===== src/source/rab_pkg.sv =====
package rab_pkg;

  // address split into a 4 KiB page number and an in-page offset
  localparam int ADDR_W = 32;
  localparam int OFFS_W = 12;
  localparam int PAGE_W = ADDR_W - OFFS_W;

  // AW channel field widths
  localparam int ID_W    = 4;
  localparam int USER_W  = 4;
  localparam int LEN_W   = 8;
  localparam int SIZE_W  = 3;
  localparam int BURST_W = 2;
  localparam int PROT_W  = 3;

  // table sizes, the configuration index covers the larger one
  localparam int L1_ENTRIES = 4;
  localparam int L2_ENTRIES = 8;
  localparam int IDX_W      = 3;

  // why a request was dropped
  typedef enum logic [1:0] {
    FLT_L1_PROT = 2'd0,
    FLT_L1_MISS = 2'd1,
    FLT_L2_PROT = 2'd2,
    FLT_L2_MISS = 2'd3
  } fault_cause_e;

endpackage


===== src/source/rab_l1_tlb.sv =====
`timescale 1ns/10ps

module rab_l1_tlb
  import rab_pkg::*;
#(
  parameter bit ENABLE_L2TLB = 1'b1
) (
  input  logic              axi4_aclk,
  input  logic              axi4_arstn,
  input  logic              cfg_we_i,
  input  logic              cfg_l2_i,
  input  logic [IDX_W-1:0]  cfg_idx_i,
  input  logic [PAGE_W-1:0] cfg_vpn_i,
  input  logic [PAGE_W-1:0] cfg_ppn_i,
  input  logic              cfg_wr_ok_i,
  input  logic              cfg_valid_i,
  input  logic [ADDR_W-1:0] vaddr_i,
  output logic              l1_accept_o,
  output logic              l1_drop_o,
  output logic              l1_save_o,
  output fault_cause_e      l1_cause_o,
  output logic [ADDR_W-1:0] paddr_o
);

  logic [L1_ENTRIES-1:0] valid_q;
  logic [L1_ENTRIES-1:0] wr_ok_q;
  logic [PAGE_W-1:0]     vpn_q [L1_ENTRIES];
  logic [PAGE_W-1:0]     ppn_q [L1_ENTRIES];
  logic                  wr_en;
  logic                  hit;
  logic                  hit_wr_ok;
  logic [PAGE_W-1:0]     hit_ppn;

  // indices 4 and up never compare equal below, so they fall through
  assign wr_en = cfg_we_i & ~cfg_l2_i;

  always_ff @(posedge axi4_aclk or negedge axi4_arstn) begin
    if (!axi4_arstn) begin
      valid_q <= '0;
    end else if (wr_en) begin
      for (int i = 0; i < L1_ENTRIES; i++) begin
        if (cfg_idx_i == IDX_W'(i)) begin
          valid_q[i] <= cfg_valid_i;
        end
      end
    end
  end

  always_ff @(posedge axi4_aclk) begin
    if (wr_en) begin
      for (int i = 0; i < L1_ENTRIES; i++) begin
        if (cfg_idx_i == IDX_W'(i)) begin
          vpn_q[i]   <= cfg_vpn_i;
          ppn_q[i]   <= cfg_ppn_i;
          wr_ok_q[i] <= cfg_wr_ok_i;
        end
      end
    end
  end

  // parallel compare, the lowest index wins when a page is mapped twice
  always_comb begin
    hit       = 1'b0;
    hit_wr_ok = 1'b0;
    hit_ppn   = '0;
    for (int i = L1_ENTRIES - 1; i >= 0; i--) begin
      if (valid_q[i] && (vpn_q[i] == vaddr_i[ADDR_W-1:OFFS_W])) begin
        hit       = 1'b1;
        hit_wr_ok = wr_ok_q[i];
        hit_ppn   = ppn_q[i];
      end
    end
  end

  // exactly one of accept, drop and save is high for any address
  assign l1_accept_o = hit & hit_wr_ok;
  assign l1_drop_o   = (hit & ~hit_wr_ok) | (~hit & ~ENABLE_L2TLB);
  assign l1_save_o   = ~hit & ENABLE_L2TLB;
  assign l1_cause_o  = hit ? FLT_L1_PROT : FLT_L1_MISS;
  assign paddr_o     = {hit_ppn, vaddr_i[OFFS_W-1:0]};

endmodule


===== src/source/rab_l2_tlb.sv =====
`timescale 1ns/10ps

module rab_l2_tlb
  import rab_pkg::*;
(
  input  logic              axi4_aclk,
  input  logic              axi4_arstn,
  input  logic              cfg_we_i,
  input  logic              cfg_l2_i,
  input  logic [IDX_W-1:0]  cfg_idx_i,
  input  logic [PAGE_W-1:0] cfg_vpn_i,
  input  logic [PAGE_W-1:0] cfg_ppn_i,
  input  logic              cfg_wr_ok_i,
  input  logic              cfg_valid_i,
  input  logic              l1_done_i,
  input  logic              l1_save_i,
  input  logic [ADDR_W-1:0] vaddr_i,
  input  logic              l2_done_i,
  output logic              l2_accept_o,
  output logic              l2_drop_o,
  output fault_cause_e      l2_cause_o,
  output logic [ADDR_W-1:0] l2_awaddr_o,
  output logic [ADDR_W-1:0] l2_vaddr_o
);

  typedef enum logic [1:0] {
    L2_IDLE,
    L2_SEARCH,
    L2_HOLD
  } state_e;

  logic [L2_ENTRIES-1:0] valid_q;
  logic [L2_ENTRIES-1:0] wr_ok_q;
  logic [PAGE_W-1:0]     vpn_q [L2_ENTRIES];
  logic [PAGE_W-1:0]     ppn_q [L2_ENTRIES];
  state_e                state_q;
  logic [IDX_W-1:0]      idx_q;
  logic [ADDR_W-1:0]     vaddr_q;
  logic [PAGE_W-1:0]     ppn_hold_q;
  logic                  wr_en;
  logic                  start;
  logic                  cur_hit;
  logic                  last;

  assign wr_en = cfg_we_i & cfg_l2_i;

  always_ff @(posedge axi4_aclk or negedge axi4_arstn) begin
    if (!axi4_arstn) begin
      valid_q <= '0;
    end else if (wr_en) begin
      valid_q[cfg_idx_i] <= cfg_valid_i;
    end
  end

  always_ff @(posedge axi4_aclk) begin
    if (wr_en) begin
      vpn_q[cfg_idx_i]   <= cfg_vpn_i;
      ppn_q[cfg_idx_i]   <= cfg_ppn_i;
      wr_ok_q[cfg_idx_i] <= cfg_wr_ok_i;
    end
  end

  // the slot is only ever free while this FSM idles
  assign start   = (state_q == L2_IDLE) & l1_done_i & l1_save_i;
  assign cur_hit = valid_q[idx_q] & (vpn_q[idx_q] == vaddr_q[ADDR_W-1:OFFS_W]);
  assign last    = (idx_q == IDX_W'(L2_ENTRIES - 1));

  always_ff @(posedge axi4_aclk or negedge axi4_arstn) begin
    if (!axi4_arstn) begin
      state_q <= L2_IDLE;
      idx_q   <= '0;
    end else begin
      case (state_q)
        L2_IDLE: begin
          if (start) begin
            state_q <= L2_SEARCH;
            idx_q   <= '0;
          end
        end
        L2_SEARCH: begin
          if (l2_accept_o) begin
            state_q <= l2_done_i ? L2_IDLE : L2_HOLD;
          end else if (l2_drop_o) begin
            state_q <= L2_IDLE;
          end else begin
            idx_q <= idx_q + 1'b1;
          end
        end
        L2_HOLD: begin
          if (l2_done_i) begin
            state_q <= L2_IDLE;
          end
        end
        default: state_q <= L2_IDLE;
      endcase
    end
  end

  always_ff @(posedge axi4_aclk) begin
    if (start) begin
      vaddr_q <= vaddr_i;
    end
    // keeps the translation steady while the master side stalls
    if (state_q == L2_SEARCH) begin
      ppn_hold_q <= ppn_q[idx_q];
    end
  end

  // a result is offered in the very cycle its entry is compared
  assign l2_accept_o = (state_q == L2_HOLD) |
                       ((state_q == L2_SEARCH) & cur_hit & wr_ok_q[idx_q]);
  assign l2_drop_o   = (state_q == L2_SEARCH) &
                       ((cur_hit & ~wr_ok_q[idx_q]) | (~cur_hit & last));
  assign l2_cause_o  = cur_hit ? FLT_L2_PROT : FLT_L2_MISS;
  assign l2_awaddr_o = {(state_q == L2_HOLD) ? ppn_hold_q : ppn_q[idx_q],
                        vaddr_q[OFFS_W-1:0]};
  assign l2_vaddr_o  = vaddr_q;

endmodule


===== src/source/axi4_aw_sender.sv =====
`timescale 1ns/10ps

module axi4_aw_sender
  import rab_pkg::*;
#(
  parameter bit ENABLE_L2TLB = 1'b1
) (
  input  logic               axi4_aclk,
  input  logic               axi4_arstn,
  input  logic               l1_accept_i,
  input  logic               l1_drop_i,
  input  logic               l1_save_i,
  input  logic               l2_accept_i,
  input  logic               l2_drop_i,
  input  logic [ADDR_W-1:0]  l1_awaddr_i,
  input  logic [ADDR_W-1:0]  l2_awaddr_i,
  input  logic [ID_W-1:0]    s_axi4_awid_i,
  input  logic [LEN_W-1:0]   s_axi4_awlen_i,
  input  logic [SIZE_W-1:0]  s_axi4_awsize_i,
  input  logic [BURST_W-1:0] s_axi4_awburst_i,
  input  logic [PROT_W-1:0]  s_axi4_awprot_i,
  input  logic [USER_W-1:0]  s_axi4_awuser_i,
  input  logic               s_axi4_awvalid_i,
  input  logic               m_axi4_awready_i,
  output logic               l1_done_o,
  output logic               l2_done_o,
  output logic               l2_sending_o,
  output logic               s_axi4_awready_o,
  output logic [ID_W-1:0]    m_axi4_awid_o,
  output logic [ADDR_W-1:0]  m_axi4_awaddr_o,
  output logic [LEN_W-1:0]   m_axi4_awlen_o,
  output logic [SIZE_W-1:0]  m_axi4_awsize_o,
  output logic [BURST_W-1:0] m_axi4_awburst_o,
  output logic [PROT_W-1:0]  m_axi4_awprot_o,
  output logic [USER_W-1:0]  m_axi4_awuser_o,
  output logic               m_axi4_awvalid_o
);

  logic l1_save_ok;
  logic l2_avail_q;

  // a miss is only taken while the single L2 slot is free
  assign l1_save_ok = l1_save_i & l2_avail_q;
  assign l1_done_o  = s_axi4_awvalid_i & s_axi4_awready_o;

  assign m_axi4_awvalid_o = (s_axi4_awvalid_i & l1_accept_i) | l2_sending_o;
  assign s_axi4_awready_o = (m_axi4_awvalid_o & m_axi4_awready_i & ~l2_sending_o) |
                            (s_axi4_awvalid_i & (l1_drop_i | l1_save_ok));

  if (ENABLE_L2TLB) begin : gen_l2
    logic [ID_W-1:0]    l2_id_q;
    logic [LEN_W-1:0]   l2_len_q;
    logic [SIZE_W-1:0]  l2_size_q;
    logic [BURST_W-1:0] l2_burst_q;
    logic [PROT_W-1:0]  l2_prot_q;
    logic [USER_W-1:0]  l2_user_q;
    logic               hold_l1_q;
    logic               l2_sent;

    assign m_axi4_awid_o    = l2_sending_o ? l2_id_q     : s_axi4_awid_i;
    assign m_axi4_awaddr_o  = l2_sending_o ? l2_awaddr_i : l1_awaddr_i;
    assign m_axi4_awlen_o   = l2_sending_o ? l2_len_q    : s_axi4_awlen_i;
    assign m_axi4_awsize_o  = l2_sending_o ? l2_size_q   : s_axi4_awsize_i;
    assign m_axi4_awburst_o = l2_sending_o ? l2_burst_q  : s_axi4_awburst_i;
    assign m_axi4_awprot_o  = l2_sending_o ? l2_prot_q   : s_axi4_awprot_i;
    assign m_axi4_awuser_o  = l2_sending_o ? l2_user_q   : s_axi4_awuser_i;

    // copy of the missing request, sent later with the L2 address
    always_ff @(posedge axi4_aclk) begin
      if (l1_done_o && l1_save_ok) begin
        l2_id_q    <= s_axi4_awid_i;
        l2_len_q   <= s_axi4_awlen_i;
        l2_size_q  <= s_axi4_awsize_i;
        l2_burst_q <= s_axi4_awburst_i;
        l2_prot_q  <= s_axi4_awprot_i;
        l2_user_q  <= s_axi4_awuser_i;
      end
    end

    always_ff @(posedge axi4_aclk or negedge axi4_arstn) begin
      if (!axi4_arstn) begin
        l2_avail_q <= 1'b1;
        hold_l1_q  <= 1'b0;
      end else begin
        if (l2_done_o) begin
          l2_avail_q <= 1'b1;
        end else if (l1_done_o && l1_save_ok) begin
          l2_avail_q <= 1'b0;
        end
        // an L1 hit already on the master side keeps the bus until taken
        hold_l1_q <= m_axi4_awvalid_o & ~m_axi4_awready_i & ~l2_sending_o;
      end
    end

    assign l2_sending_o = l2_accept_i & ~l2_avail_q & ~hold_l1_q;
    assign l2_sent      = l2_sending_o & m_axi4_awready_i;
    assign l2_done_o    = l2_sent | l2_drop_i;

  end else begin : gen_no_l2
    assign m_axi4_awid_o    = s_axi4_awid_i;
    assign m_axi4_awaddr_o  = l1_awaddr_i;
    assign m_axi4_awlen_o   = s_axi4_awlen_i;
    assign m_axi4_awsize_o  = s_axi4_awsize_i;
    assign m_axi4_awburst_o = s_axi4_awburst_i;
    assign m_axi4_awprot_o  = s_axi4_awprot_i;
    assign m_axi4_awuser_o  = s_axi4_awuser_i;

    assign l2_avail_q   = 1'b0;
    assign l2_sending_o = 1'b0;
    assign l2_done_o    = 1'b0;
  end

endmodule


===== src/source/rab_fault_log.sv =====
`timescale 1ns/10ps

module rab_fault_log
  import rab_pkg::*;
(
  input  logic              axi4_aclk,
  input  logic              axi4_arstn,
  input  logic              l1_done_i,
  input  logic              l1_drop_i,
  input  fault_cause_e      l1_cause_i,
  input  logic [ADDR_W-1:0] l1_vaddr_i,
  input  logic              l2_drop_i,
  input  fault_cause_e      l2_cause_i,
  input  logic [ADDR_W-1:0] l2_vaddr_i,
  output logic [7:0]        fault_count_o,
  output fault_cause_e      fault_cause_o,
  output logic [ADDR_W-1:0] fault_addr_o
);

  logic       l1_fault;
  logic [1:0] n_new;
  logic [8:0] sum;

  assign l1_fault = l1_done_i & l1_drop_i;

  // both faults of one cycle are counted, only the L2 one is recorded
  assign n_new = {1'b0, l1_fault} + {1'b0, l2_drop_i};
  assign sum   = {1'b0, fault_count_o} + {7'd0, n_new};

  always_ff @(posedge axi4_aclk or negedge axi4_arstn) begin
    if (!axi4_arstn) begin
      fault_count_o <= '0;
      fault_cause_o <= FLT_L1_PROT;
      fault_addr_o  <= '0;
    end else begin
      fault_count_o <= sum[8] ? 8'hff : sum[7:0];
      if (l2_drop_i) begin
        fault_cause_o <= l2_cause_i;
        fault_addr_o  <= l2_vaddr_i;
      end else if (l1_fault) begin
        fault_cause_o <= l1_cause_i;
        fault_addr_o  <= l1_vaddr_i;
      end
    end
  end

endmodule


===== src/source/rab_aw_top.sv =====
`timescale 1ns/10ps

module rab_aw_top
  import rab_pkg::*;
#(
  parameter bit ENABLE_L2TLB = 1'b1
) (
  input  logic               axi4_aclk,
  input  logic               axi4_arstn,
  input  logic               cfg_we_i,
  input  logic               cfg_l2_i,
  input  logic [IDX_W-1:0]   cfg_idx_i,
  input  logic [PAGE_W-1:0]  cfg_vpn_i,
  input  logic [PAGE_W-1:0]  cfg_ppn_i,
  input  logic               cfg_wr_ok_i,
  input  logic               cfg_valid_i,
  input  logic [ID_W-1:0]    s_axi4_awid_i,
  input  logic [ADDR_W-1:0]  s_axi4_awaddr_i,
  input  logic [LEN_W-1:0]   s_axi4_awlen_i,
  input  logic [SIZE_W-1:0]  s_axi4_awsize_i,
  input  logic [BURST_W-1:0] s_axi4_awburst_i,
  input  logic [PROT_W-1:0]  s_axi4_awprot_i,
  input  logic [USER_W-1:0]  s_axi4_awuser_i,
  input  logic               s_axi4_awvalid_i,
  output logic               s_axi4_awready_o,
  output logic [ID_W-1:0]    m_axi4_awid_o,
  output logic [ADDR_W-1:0]  m_axi4_awaddr_o,
  output logic [LEN_W-1:0]   m_axi4_awlen_o,
  output logic [SIZE_W-1:0]  m_axi4_awsize_o,
  output logic [BURST_W-1:0] m_axi4_awburst_o,
  output logic [PROT_W-1:0]  m_axi4_awprot_o,
  output logic [USER_W-1:0]  m_axi4_awuser_o,
  output logic               m_axi4_awvalid_o,
  input  logic               m_axi4_awready_i,
  output logic [7:0]         fault_count_o,
  output fault_cause_e       fault_cause_o,
  output logic [ADDR_W-1:0]  fault_addr_o
);

  logic              l1_accept;
  logic              l1_drop;
  logic              l1_save;
  fault_cause_e      l1_cause;
  logic [ADDR_W-1:0] l1_awaddr;
  logic              l1_done;
  logic              l2_accept;
  logic              l2_drop;
  fault_cause_e      l2_cause;
  logic [ADDR_W-1:0] l2_awaddr;
  logic [ADDR_W-1:0] l2_vaddr;
  logic              l2_done;

  rab_l1_tlb #(
    .ENABLE_L2TLB(ENABLE_L2TLB)
  ) rab_l1_tlb_inst (
    .axi4_aclk  (axi4_aclk),
    .axi4_arstn (axi4_arstn),
    .cfg_we_i   (cfg_we_i),
    .cfg_l2_i   (cfg_l2_i),
    .cfg_idx_i  (cfg_idx_i),
    .cfg_vpn_i  (cfg_vpn_i),
    .cfg_ppn_i  (cfg_ppn_i),
    .cfg_wr_ok_i(cfg_wr_ok_i),
    .cfg_valid_i(cfg_valid_i),
    .vaddr_i    (s_axi4_awaddr_i),
    .l1_accept_o(l1_accept),
    .l1_drop_o  (l1_drop),
    .l1_save_o  (l1_save),
    .l1_cause_o (l1_cause),
    .paddr_o    (l1_awaddr)
  );

  if (ENABLE_L2TLB) begin : gen_l2_tlb
    rab_l2_tlb rab_l2_tlb_inst (
      .axi4_aclk  (axi4_aclk),
      .axi4_arstn (axi4_arstn),
      .cfg_we_i   (cfg_we_i),
      .cfg_l2_i   (cfg_l2_i),
      .cfg_idx_i  (cfg_idx_i),
      .cfg_vpn_i  (cfg_vpn_i),
      .cfg_ppn_i  (cfg_ppn_i),
      .cfg_wr_ok_i(cfg_wr_ok_i),
      .cfg_valid_i(cfg_valid_i),
      .l1_done_i  (l1_done),
      .l1_save_i  (l1_save),
      .vaddr_i    (s_axi4_awaddr_i),
      .l2_done_i  (l2_done),
      .l2_accept_o(l2_accept),
      .l2_drop_o  (l2_drop),
      .l2_cause_o (l2_cause),
      .l2_awaddr_o(l2_awaddr),
      .l2_vaddr_o (l2_vaddr)
    );
  end else begin : gen_no_l2_tlb
    assign l2_accept = 1'b0;
    assign l2_drop   = 1'b0;
    assign l2_cause  = FLT_L2_MISS;
    assign l2_awaddr = '0;
    assign l2_vaddr  = '0;
  end

  axi4_aw_sender #(
    .ENABLE_L2TLB(ENABLE_L2TLB)
  ) axi4_aw_sender_inst (
    .axi4_aclk       (axi4_aclk),
    .axi4_arstn      (axi4_arstn),
    .l1_accept_i     (l1_accept),
    .l1_drop_i       (l1_drop),
    .l1_save_i       (l1_save),
    .l2_accept_i     (l2_accept),
    .l2_drop_i       (l2_drop),
    .l1_awaddr_i     (l1_awaddr),
    .l2_awaddr_i     (l2_awaddr),
    .s_axi4_awid_i   (s_axi4_awid_i),
    .s_axi4_awlen_i  (s_axi4_awlen_i),
    .s_axi4_awsize_i (s_axi4_awsize_i),
    .s_axi4_awburst_i(s_axi4_awburst_i),
    .s_axi4_awprot_i (s_axi4_awprot_i),
    .s_axi4_awuser_i (s_axi4_awuser_i),
    .s_axi4_awvalid_i(s_axi4_awvalid_i),
    .m_axi4_awready_i(m_axi4_awready_i),
    .l1_done_o       (l1_done),
    .l2_done_o       (l2_done),
    .l2_sending_o    (),
    .s_axi4_awready_o(s_axi4_awready_o),
    .m_axi4_awid_o   (m_axi4_awid_o),
    .m_axi4_awaddr_o (m_axi4_awaddr_o),
    .m_axi4_awlen_o  (m_axi4_awlen_o),
    .m_axi4_awsize_o (m_axi4_awsize_o),
    .m_axi4_awburst_o(m_axi4_awburst_o),
    .m_axi4_awprot_o (m_axi4_awprot_o),
    .m_axi4_awuser_o (m_axi4_awuser_o),
    .m_axi4_awvalid_o(m_axi4_awvalid_o)
  );

  rab_fault_log rab_fault_log_inst (
    .axi4_aclk    (axi4_aclk),
    .axi4_arstn   (axi4_arstn),
    .l1_done_i    (l1_done),
    .l1_drop_i    (l1_drop),
    .l1_cause_i   (l1_cause),
    .l1_vaddr_i   (s_axi4_awaddr_i),
    .l2_drop_i    (l2_drop),
    .l2_cause_i   (l2_cause),
    .l2_vaddr_i   (l2_vaddr),
    .fault_count_o(fault_count_o),
    .fault_cause_o(fault_cause_o),
    .fault_addr_o (fault_addr_o)
  );

endmodule


===== config.mk =====
export PLATFORM = sky130hd
export DESIGN_NAME = rab_aw_top
export DESIGN_NICKNAME = d
export VERILOG_FILES = /design/src/source/rab_pkg.sv /design/src/source/rab_l1_tlb.sv /design/src/source/rab_l2_tlb.sv /design/src/source/axi4_aw_sender.sv /design/src/source/rab_fault_log.sv /design/src/source/rab_aw_top.sv
export SDC_FILE = /design/constraint.sdc
export NUM_CORES = 1
export LEC_CHECK = 0
export ABC_AREA = 1
export BUFFER_PORTS_ARGS = -buffer_cell sky130_fd_sc_hd__buf_2
export CORE_ASPECT_RATIO = 2
export CORE_MARGIN = 5
export CORE_UTILIZATION = 30
export DETAILED_ROUTE_END_ITERATION = 8
export PLACE_DENSITY = 0.5
export SLEW_MARGIN = 20
export SYNTH_ARGS = -nofsm -noshare
export SYNTH_HDL_FRONTEND = slang
export SYNTH_SLANG_ARGS = --single-unit

===== constraint.sdc =====
create_clock -name axi4_aclk -period 4.6 [get_ports axi4_aclk]
set_input_delay 1.15 -clock axi4_aclk [delete_from_list [all_inputs] [get_ports axi4_aclk]]
set_output_delay 1.15 -clock axi4_aclk [all_outputs]
set_load 0.01 [all_outputs]

; ---- Word level (Yosys, flattened, before mapping)
; Memory sizes are Yosys's and may differ from the RTL's.
; Index checks and enable logic that the tools add are counted.
[op_classes]
add_sub_neg = 3
reduce_logical = 23
mux = 79
eq_ne = 16
bitwise = 39
n_lt_le_gt_ge = 3
[op_table]
columns = cell, count
row1 = $mux 20, 11
row2 = $reduce_or 20->1, 6
row3 = $eq 20x20->1, 5
row4 = $mux 32, 3
row5 = $mux 1, 35
row6 = $mux 2, 14
row7 = $and 1x1->1, 24
row8 = $bwmux 8, 2
row9 = $mux 8, 2
row10 = $mux 3, 5
row11 = $add 8x2->9, 1
row12 = $not 1->1, 9
row13 = $lt 3x4->1 const B, 2
row14 = $mux 4, 2
row15 = $reduce_and 2->1, 4
row16 = $bmux 1 s3, 2
row17 = $eq 3x2->1 const B, 2
row18 = $logic_and 1x1->1, 6
row19 = $or 1x1->1, 6
row20 = $pmux 2 s3, 1
row21 = $pmux 3 s2, 1
row22 = $reduce_bool 2->1, 3
row23 = $ne 2x1->1 const B, 2
row24 = $ne 2x2->1 const B, 2
row25 = 13 further kinds, 13
[word_totals]
elab_cells = 192
input_bits = 107
out_inout_bits = 100
ff_bits = 149
mem_count = 4
ramBits = 480
[memory_table]
columns = name, depth, word_bits, rd, rd_ports_with_merged_regs, wr, line_no
row1 = gen_l2_tlb.rab_l2_tlb_inst.ppn_q, 8, 20, 1, 0, 1, rab_l2_tlb.sv:35  ; logic [PAGE_W-1:0] ppn_q [L2_ENTRIES];
row2 = gen_l2_tlb.rab_l2_tlb_inst.vpn_q, 8, 20, 1, 0, 1, rab_l2_tlb.sv:34  ; logic [PAGE_W-1:0] vpn_q [L2_ENTRIES];
row3 = rab_l1_tlb_inst.ppn_q, 4, 20, 4, 0, 1, rab_l1_tlb.sv:28  ; logic [PAGE_W-1:0] ppn_q [L1_ENTRIES];
row4 = rab_l1_tlb_inst.vpn_q, 4, 20, 4, 0, 1, rab_l1_tlb.sv:27  ; logic [PAGE_W-1:0] vpn_q [L1_ENTRIES];

; ---- Longest topological paths before layout
; An unclocked memory read counts as a cell.
[depth]
depth_word = 18
mapped_depth = 25
mapped_depth_nobuf = 23

; ---- Hierarchy
; Synthesis repeated with hierarchy kept, for this count alone.
[hier_totals]
cells_unflattened = 2609
area_unflattened_um2 = 27481.4
[by_module_without_submodules]
columns = module, area_each_um2, seq_area_each_um2, cells_per_inst, instances
row1 = rab_l2_tlb, 16356.9, 11736.3, 1460, 1
row2 = rab_l1_tlb, 7490.9, 5024.8, 683, 1
row3 = rab_fault_log, 2055.7, 1051.0, 238, 1
row4 = axi4_aw_sender, 1577.8, 772.0, 228, 1

; ---- Least setup slack after synthesis
; Ideal clock, no wire load.
[synth_path]
kind = in2reg
from = input port cfg_idx_i[2]
to = memory rab_l1_tlb_inst.ppn_q[2][0] in the netlist's numbering, enable pin
path_slack_ns = -0.140
required_ns = 4.105
path_buffers = 0
setup_time_ns = 0.495
arrival_ns = 4.245
cell_stages = 3
cell_sequence = inv_1 -> nand2_1 -> nor3_1
[synth_between]
elab_chain_cells = 8
word_cells_on_any_way = 25
classes_between = eq/ne (3) / mux (18) / reduce/logical (4)
[synth_rtl]
columns = element, line_no
row1 = from (decl), rab_aw_top.sv:12  ; input logic [IDX_W-1:0] cfg_idx_i,
row2 = $eq 3x1->1, rab_l1_tlb.sv:52  ; if (cfg_idx_i == IDX_W'(i)) begin
row3 = $mux 1, rab_l1_tlb.sv:52
row4 = $mux 1, rab_l1_tlb.sv:50  ; if (wr_en) begin
row5 = $mux 1 (implied by the code), rab_l1_tlb.sv:54  ; ppn_q[i] <= cfg_ppn_i;
row6 = $reduce_or 20->1 (no source line), -
row7 = $mux 2 (no source line) / $mux 1 (equally long branches) (3 in series), -
row8 = to (decl), rab_l1_tlb.sv:28
; Several ways; a longest one is shown, not always the timed one.

; ---- Worst setup path in the final report
[layout_path]
from = register gen_l2_tlb.rab_l2_tlb_inst.idx_q[0]
to = output port m_axi4_awaddr_o[17]
[layout_between]
elab_chain_cells = 9
word_cells_on_any_way = 15
classes_between = eq/ne (1) / mux (6) / bitwise (6) / memory (2)
[layout_rtl]
columns = element, line_no
row1 = from (decl), rab_l2_tlb.sv:37  ; logic [IDX_W-1:0] idx_q;
row2 = from (signal assigned), rab_l2_tlb.sv:86  ; idx_q <= idx_q + 1'b1;
row3 = $mem_v2 8x20 / $bmux 1 s3 (equally long branches), -
row4 = $eq 20x20->1 / $mux 1 (equally long branches), rab_l2_tlb.sv:65  ; assign cur_hit = valid_q[idx_q] & (vpn_q[idx_q] == vaddr_q[ADDR_W-1:OFFS_W]);
row5 = $and 1x1->1, rab_l2_tlb.sv:65
row6 = $and 1x1->1 (2 in series), rab_l2_tlb.sv:111  ; ((state_q == L2_SEARCH) & cur_hit & wr_ok_q[idx_q]);
row7 = $or 1x1->1, rab_l2_tlb.sv:110  ; assign l2_accept_o = (state_q == L2_HOLD) |
row8 = $and 1x1->1 (2 in series), axi4_aw_sender.sv:95  ; assign l2_sending_o = l2_accept_i & ~l2_avail_q & ~hold_l1_q;
row9 = $mux 32 (*), axi4_aw_sender.sv:61  ; assign m_axi4_awaddr_o = l2_sending_o ? l2_awaddr_i : l1_awaddr_i;
row10 = to (decl), rab_aw_top.sv:27  ; output logic [ADDR_W-1:0] m_axi4_awaddr_o,
; Mark *: on every way between the ends. The rest lies on a longest branch, timed or not. The select of a mux whose other input is x is not followed.

==> flow_summary.json <==
{
  "clock_latency_ns": 0.65,
  "antenna_found_initial": 7,
  "cp-start-kind": "register",
  "die_w_um": 221,
  "crit_path_end": "m_axi4_awaddr_o[17]",
  "pwr-share-clk": 0.304,
  "ys_seq_area_frac": 0.693,
  "slew_headroom": 0.351,
  "clk_pin_slew_ns": 0.07,
  "worstPathMaxFanout": 7,
  "ys_types": 38,
  "hold_slack_ns": 0.486,
  "cts_num_sinks": 629,
  "cts_buffers": 59,
  "portBuffers": 206,
  "cts_tree": "built",
  "layout-drive-gt1-share": 0.219,
  "post-route-period-util": 1.06,
  "finalSetupViolations": 57,
  "vdd.ir_drop.worst_uv": 345,
  "synth-edff-count": 568,
  "drcViolationCount": 0,
  "io_pins": 207,
  "finalInstanceArea_um2": 33600,
  "worstPathRequired_ns": 3.45,
  "fmax_ghz": 0.205,
  "skew_ns": 0.0299,
  "ctsHoldBuffers": 0,
  "start_util": 0.301,
  "grt_pass1_vias": 20100,
  "synth_area_um2": 26800,
  "worstMarginPinSlew_ns": 0.973,
  "initialDrtViolationCount": 1342,
  "violations": "negative setup slack",
  "switching_power_mw": 5.69,
  "switching_share": 0.329,
  "grt_max_degree": 69,
  "yosys_warnings": 0,
  "areaGrowthSynthToFinish_pct": 25.2,
  "worst-setup-path-type": "register to primary output",
  "reg2regPathDepth": 25,
  "drt_wl_total_mm": 94.6,
  "utilization": 0.377,
  "cp.arrival_ns": 3.73,
  "synth_ff_type": "edfxtp_1",
  "wire_per_inst_um": 23.3,
  "synth_seq_cells": 629,
  "p_leak_nw": 13.1,
  "num-nets-final": 2936,
  "route.vias.total": 20000,
  "vias_per_cell": 4.93,
  "synth_cells": 2482,
  "pwr-share-comb": 0.293,
  "dieArea_um2": 95800,
  "row_count": 155,
  "period_needed_ns": 4.88,
  "core_um2": 89000,
  "cts_root_buf": "clkbuf_16",
  "synthArstFlopShare": 0.0970,
  "hpwl_mm": 62.4,
  "slew_viol_final": 0,
  "setup_ws_ns": -0.285,
  "hold_violations": 0,
  "cap_violations": 0,
  "powerDensity_nw_per_um2": 514,
  "r2r-start": "gen_l2_tlb.rab_l2_tlb_inst.idx_q[0]$_DFFE_PN0P_",
  "p_int_mw": 11.6,
  "reg2reg_setup_slack_ns": 0.36,
  "ant_nets": 0,
  "rsz0062_at_grt": "yes",
  "final_cell_mix": "568 x edfxtp_1, 522 x nand2_1, 390 x nor2_1, 198 x buf_2, 163 x nand3_1",
  "cp-startpoint": "gen_l2_tlb.rab_l2_tlb_inst.idx_q[0]$_DFFE_PN0P_",
  "final_common_cell": "edfxtp_1",
  "fp.dieH_um": 433,
  "outcome": "complete, but fails checks",
  "hold_class": "register to register",
  "clockBufferDepth": 3,
  "power_mw": 17.3,
  "crit_path_end_kind": "primary output",
  "ctsHtreeMaxLevel": 2,
  "n_fill_cell": 8692,
  "worstReg2RegEnd": "rab_fault_log_inst.fault_count_o[4]$_DFF_PN0_",
  "track_usage": 0.188,
  "seq_power_share": 0.403,
  "globalplace.congestion": 0.990,
  "drt_pass1_iterations": 5,
  "grt_pass1_wl_mm": 135,
  "syn_nets": 2593,
  "grt_overflow": 0,
  "place_area_um2": 30200,
  "syn_avg_cell_area_um2": 10.8
}
## layer usage
metal / part of all wire / up-vias / GRT usage
li1: - / 9269 / -
met2: 0.54 / 586 / 0.364
met4: 0.051 / 6 / 0.0844
met5: 0.00040 / - / 0
met3: 0.038 / 171 / 0.0237
met1: 0.37 / 9948 / 0.203
## final cells by class
type                    count  area [um^2]  share of cell area
clock inverters            46          561              0.0167
well taps                1177         1470              0.0439
repair buffers            395         3180              0.0948
clock buffers              64         1500              0.0445
diodes                      2         5.00            0.000149
inverters                 143          558              0.0166
multi-input cells        1597         7700               0.230
flip-flops and latches    629        18600               0.554
## timing repair
action / in CTS / in global routing
gates cloned: 10 / 9
resized for setup: 95 / 90
pin swaps: 42 / 51
setup buffers: 16 / 15
setup endpoints to repair: 58 / 61
endpoints found under the hold margin: 0 / 0
## cell families after synthesis
kind of cell / after synthesis / synth area share
fa+ha+maj: 4 / 0.00215
compound gates: 324 / 0.0665
xor+xnor: 14 / 0.00457
simple gates: 1255 / 0.193
buf+inv: 256 / 0.0402
flops: 629 / 0.693
## registers in the layout, indices dropped and copies added (netlist names), 3 cells and up
name,count
axi4_aw_sender_inst.gen_l2.l2_prot_q,3
gen_l2_tlb.rab_l2_tlb_inst.ppn_hold_q,20
gen_l2_tlb.rab_l2_tlb_inst.wr_ok_q,8
gen_l2_tlb.rab_l2_tlb_inst.l2_vaddr_o,32
rab_l1_tlb_inst.valid_q,4
gen_l2_tlb.rab_l2_tlb_inst.valid_q,8
rab_l1_tlb_inst.wr_ok_q,4
rab_fault_log_inst.fault_addr_o,32
rab_l1_tlb_inst.vpn_q,80
gen_l2_tlb.rab_l2_tlb_inst.idx_q,3
rab_fault_log_inst.fault_count_o,8
axi4_aw_sender_inst.gen_l2.l2_id_q,4
axi4_aw_sender_inst.gen_l2.l2_user_q,4
gen_l2_tlb.rab_l2_tlb_inst.vpn_q,160
axi4_aw_sender_inst.gen_l2.l2_len_q,8
gen_l2_tlb.rab_l2_tlb_inst.ppn_q,160
rab_l1_tlb_inst.ppn_q,80
axi4_aw_sender_inst.gen_l2.l2_size_q,3
## Yosys cell counts (11+ instances only)
cell / count / area share
a31oi_1: 29 / 0.0068
inv_1: 137 / 0.019
nor2_1: 442 / 0.062
clkbuf_1: 50 / 0.0070
o31ai_1: 11 / 0.0031
o221ai_1: 11 / 0.0036
buf_2: 37 / 0.0069
dfrtp_1: 60 / 0.056
or2_2: 15 / 0.0035
nand4_1: 39 / 0.0091
o21ai_0: 168 / 0.031
a21oi_1: 33 / 0.0062
edfxtp_1: 568 / 0.64
buf_4: 11 / 0.0031
buf_1: 11 / 0.0015
nand2_1: 540 / 0.076
o21ai_1: 42 / 0.0078
o22ai_1: 21 / 0.0049
nand3b_1: 16 / 0.0045
xnor2_1: 13 / 0.0042
nand3_1: 172 / 0.032
nor3_1: 20 / 0.0037
## worst max-delay path, stage by stage (launching register included)
cell and delay (ns):
dfrtp_4 0.50, buf_12 0.17, buf_8 0.14, clkbuf_16 0.16, nor2_2 0.09, nor2_1 0.04, o21ai_0 0.08, nand3_1 0.14
nand3b_1 0.16, nand2_1 0.07, nor2_1 0.08, nand2_1 0.07, nor2_2 0.15, nand4_1 0.26, nand2_2 0.16, nand2_4 0.10
inv_6 0.09, buf_12 0.14, buf_12 0.10, nor2_1 0.04, a31oi_1 0.15, buf_2 0.17
## power by group through the flow
| stage | logic [mW] | registers (mW) | clock network [mW] |
|---|---|---|---|
| after global placement | 4.22 | 7.08 | 0 |
| final | 5.06 | 6.96 | 5.24 |
| after floorplan | 2.44 | 7.10 | 0 |
| after global routing | 5.52 | 7.00 | 5.60 |
| after CTS | 4.77 | 6.99 | 5.37 |
| after detailed placement | 4.27 | 7.10 | 0 |
## worst min path at each step
stage / start / end / slack, ns / cells past startpoint
global placement: rab_fault_log_inst.fault_cause_o[1]$_DFFE_PN0P_ / rab_fault_log_inst.fault_cause_o[1]$_DFFE_PN0P_ / 0.46 / 2
floorplan: gen_l2_tlb.rab_l2_tlb_inst.valid_q[1]$_DFFE_PN0P_ / gen_l2_tlb.rab_l2_tlb_inst.valid_q[1]$_DFFE_PN0P_ / 0.46 / 1
finish: rab_fault_log_inst.fault_cause_o[1]$_DFFE_PN0P_ / rab_fault_log_inst.fault_cause_o[1]$_DFFE_PN0P_ / 0.49 / 2
CTS: rab_fault_log_inst.fault_cause_o[1]$_DFFE_PN0P_ / rab_fault_log_inst.fault_cause_o[1]$_DFFE_PN0P_ / 0.49 / 2
detailed placement: rab_fault_log_inst.fault_cause_o[1]$_DFFE_PN0P_ / rab_fault_log_inst.fault_cause_o[1]$_DFFE_PN0P_ / 0.47 / 2
global route: gen_l2_tlb.rab_l2_tlb_inst.valid_q[1]$_DFFE_PN0P_ / gen_l2_tlb.rab_l2_tlb_inst.valid_q[1]$_DFFE_PN0P_ / 0.52 / 1
## stage by stage
stage          setup TNS (ns)  setup WS [ns]  instances
6_report               -12.79         -0.285       4053
5_1_grt                -22.00         -0.437       4052
4_1_cts                -17.50         -0.355       4033
3_5_place_dp            -7.19         -0.393       3897
3_3_place_gp            -7.58         -0.369       3897
2_1_floorplan          -11.06         -0.140       2482
Note: power is estimated with default switching activity, not from simulation.
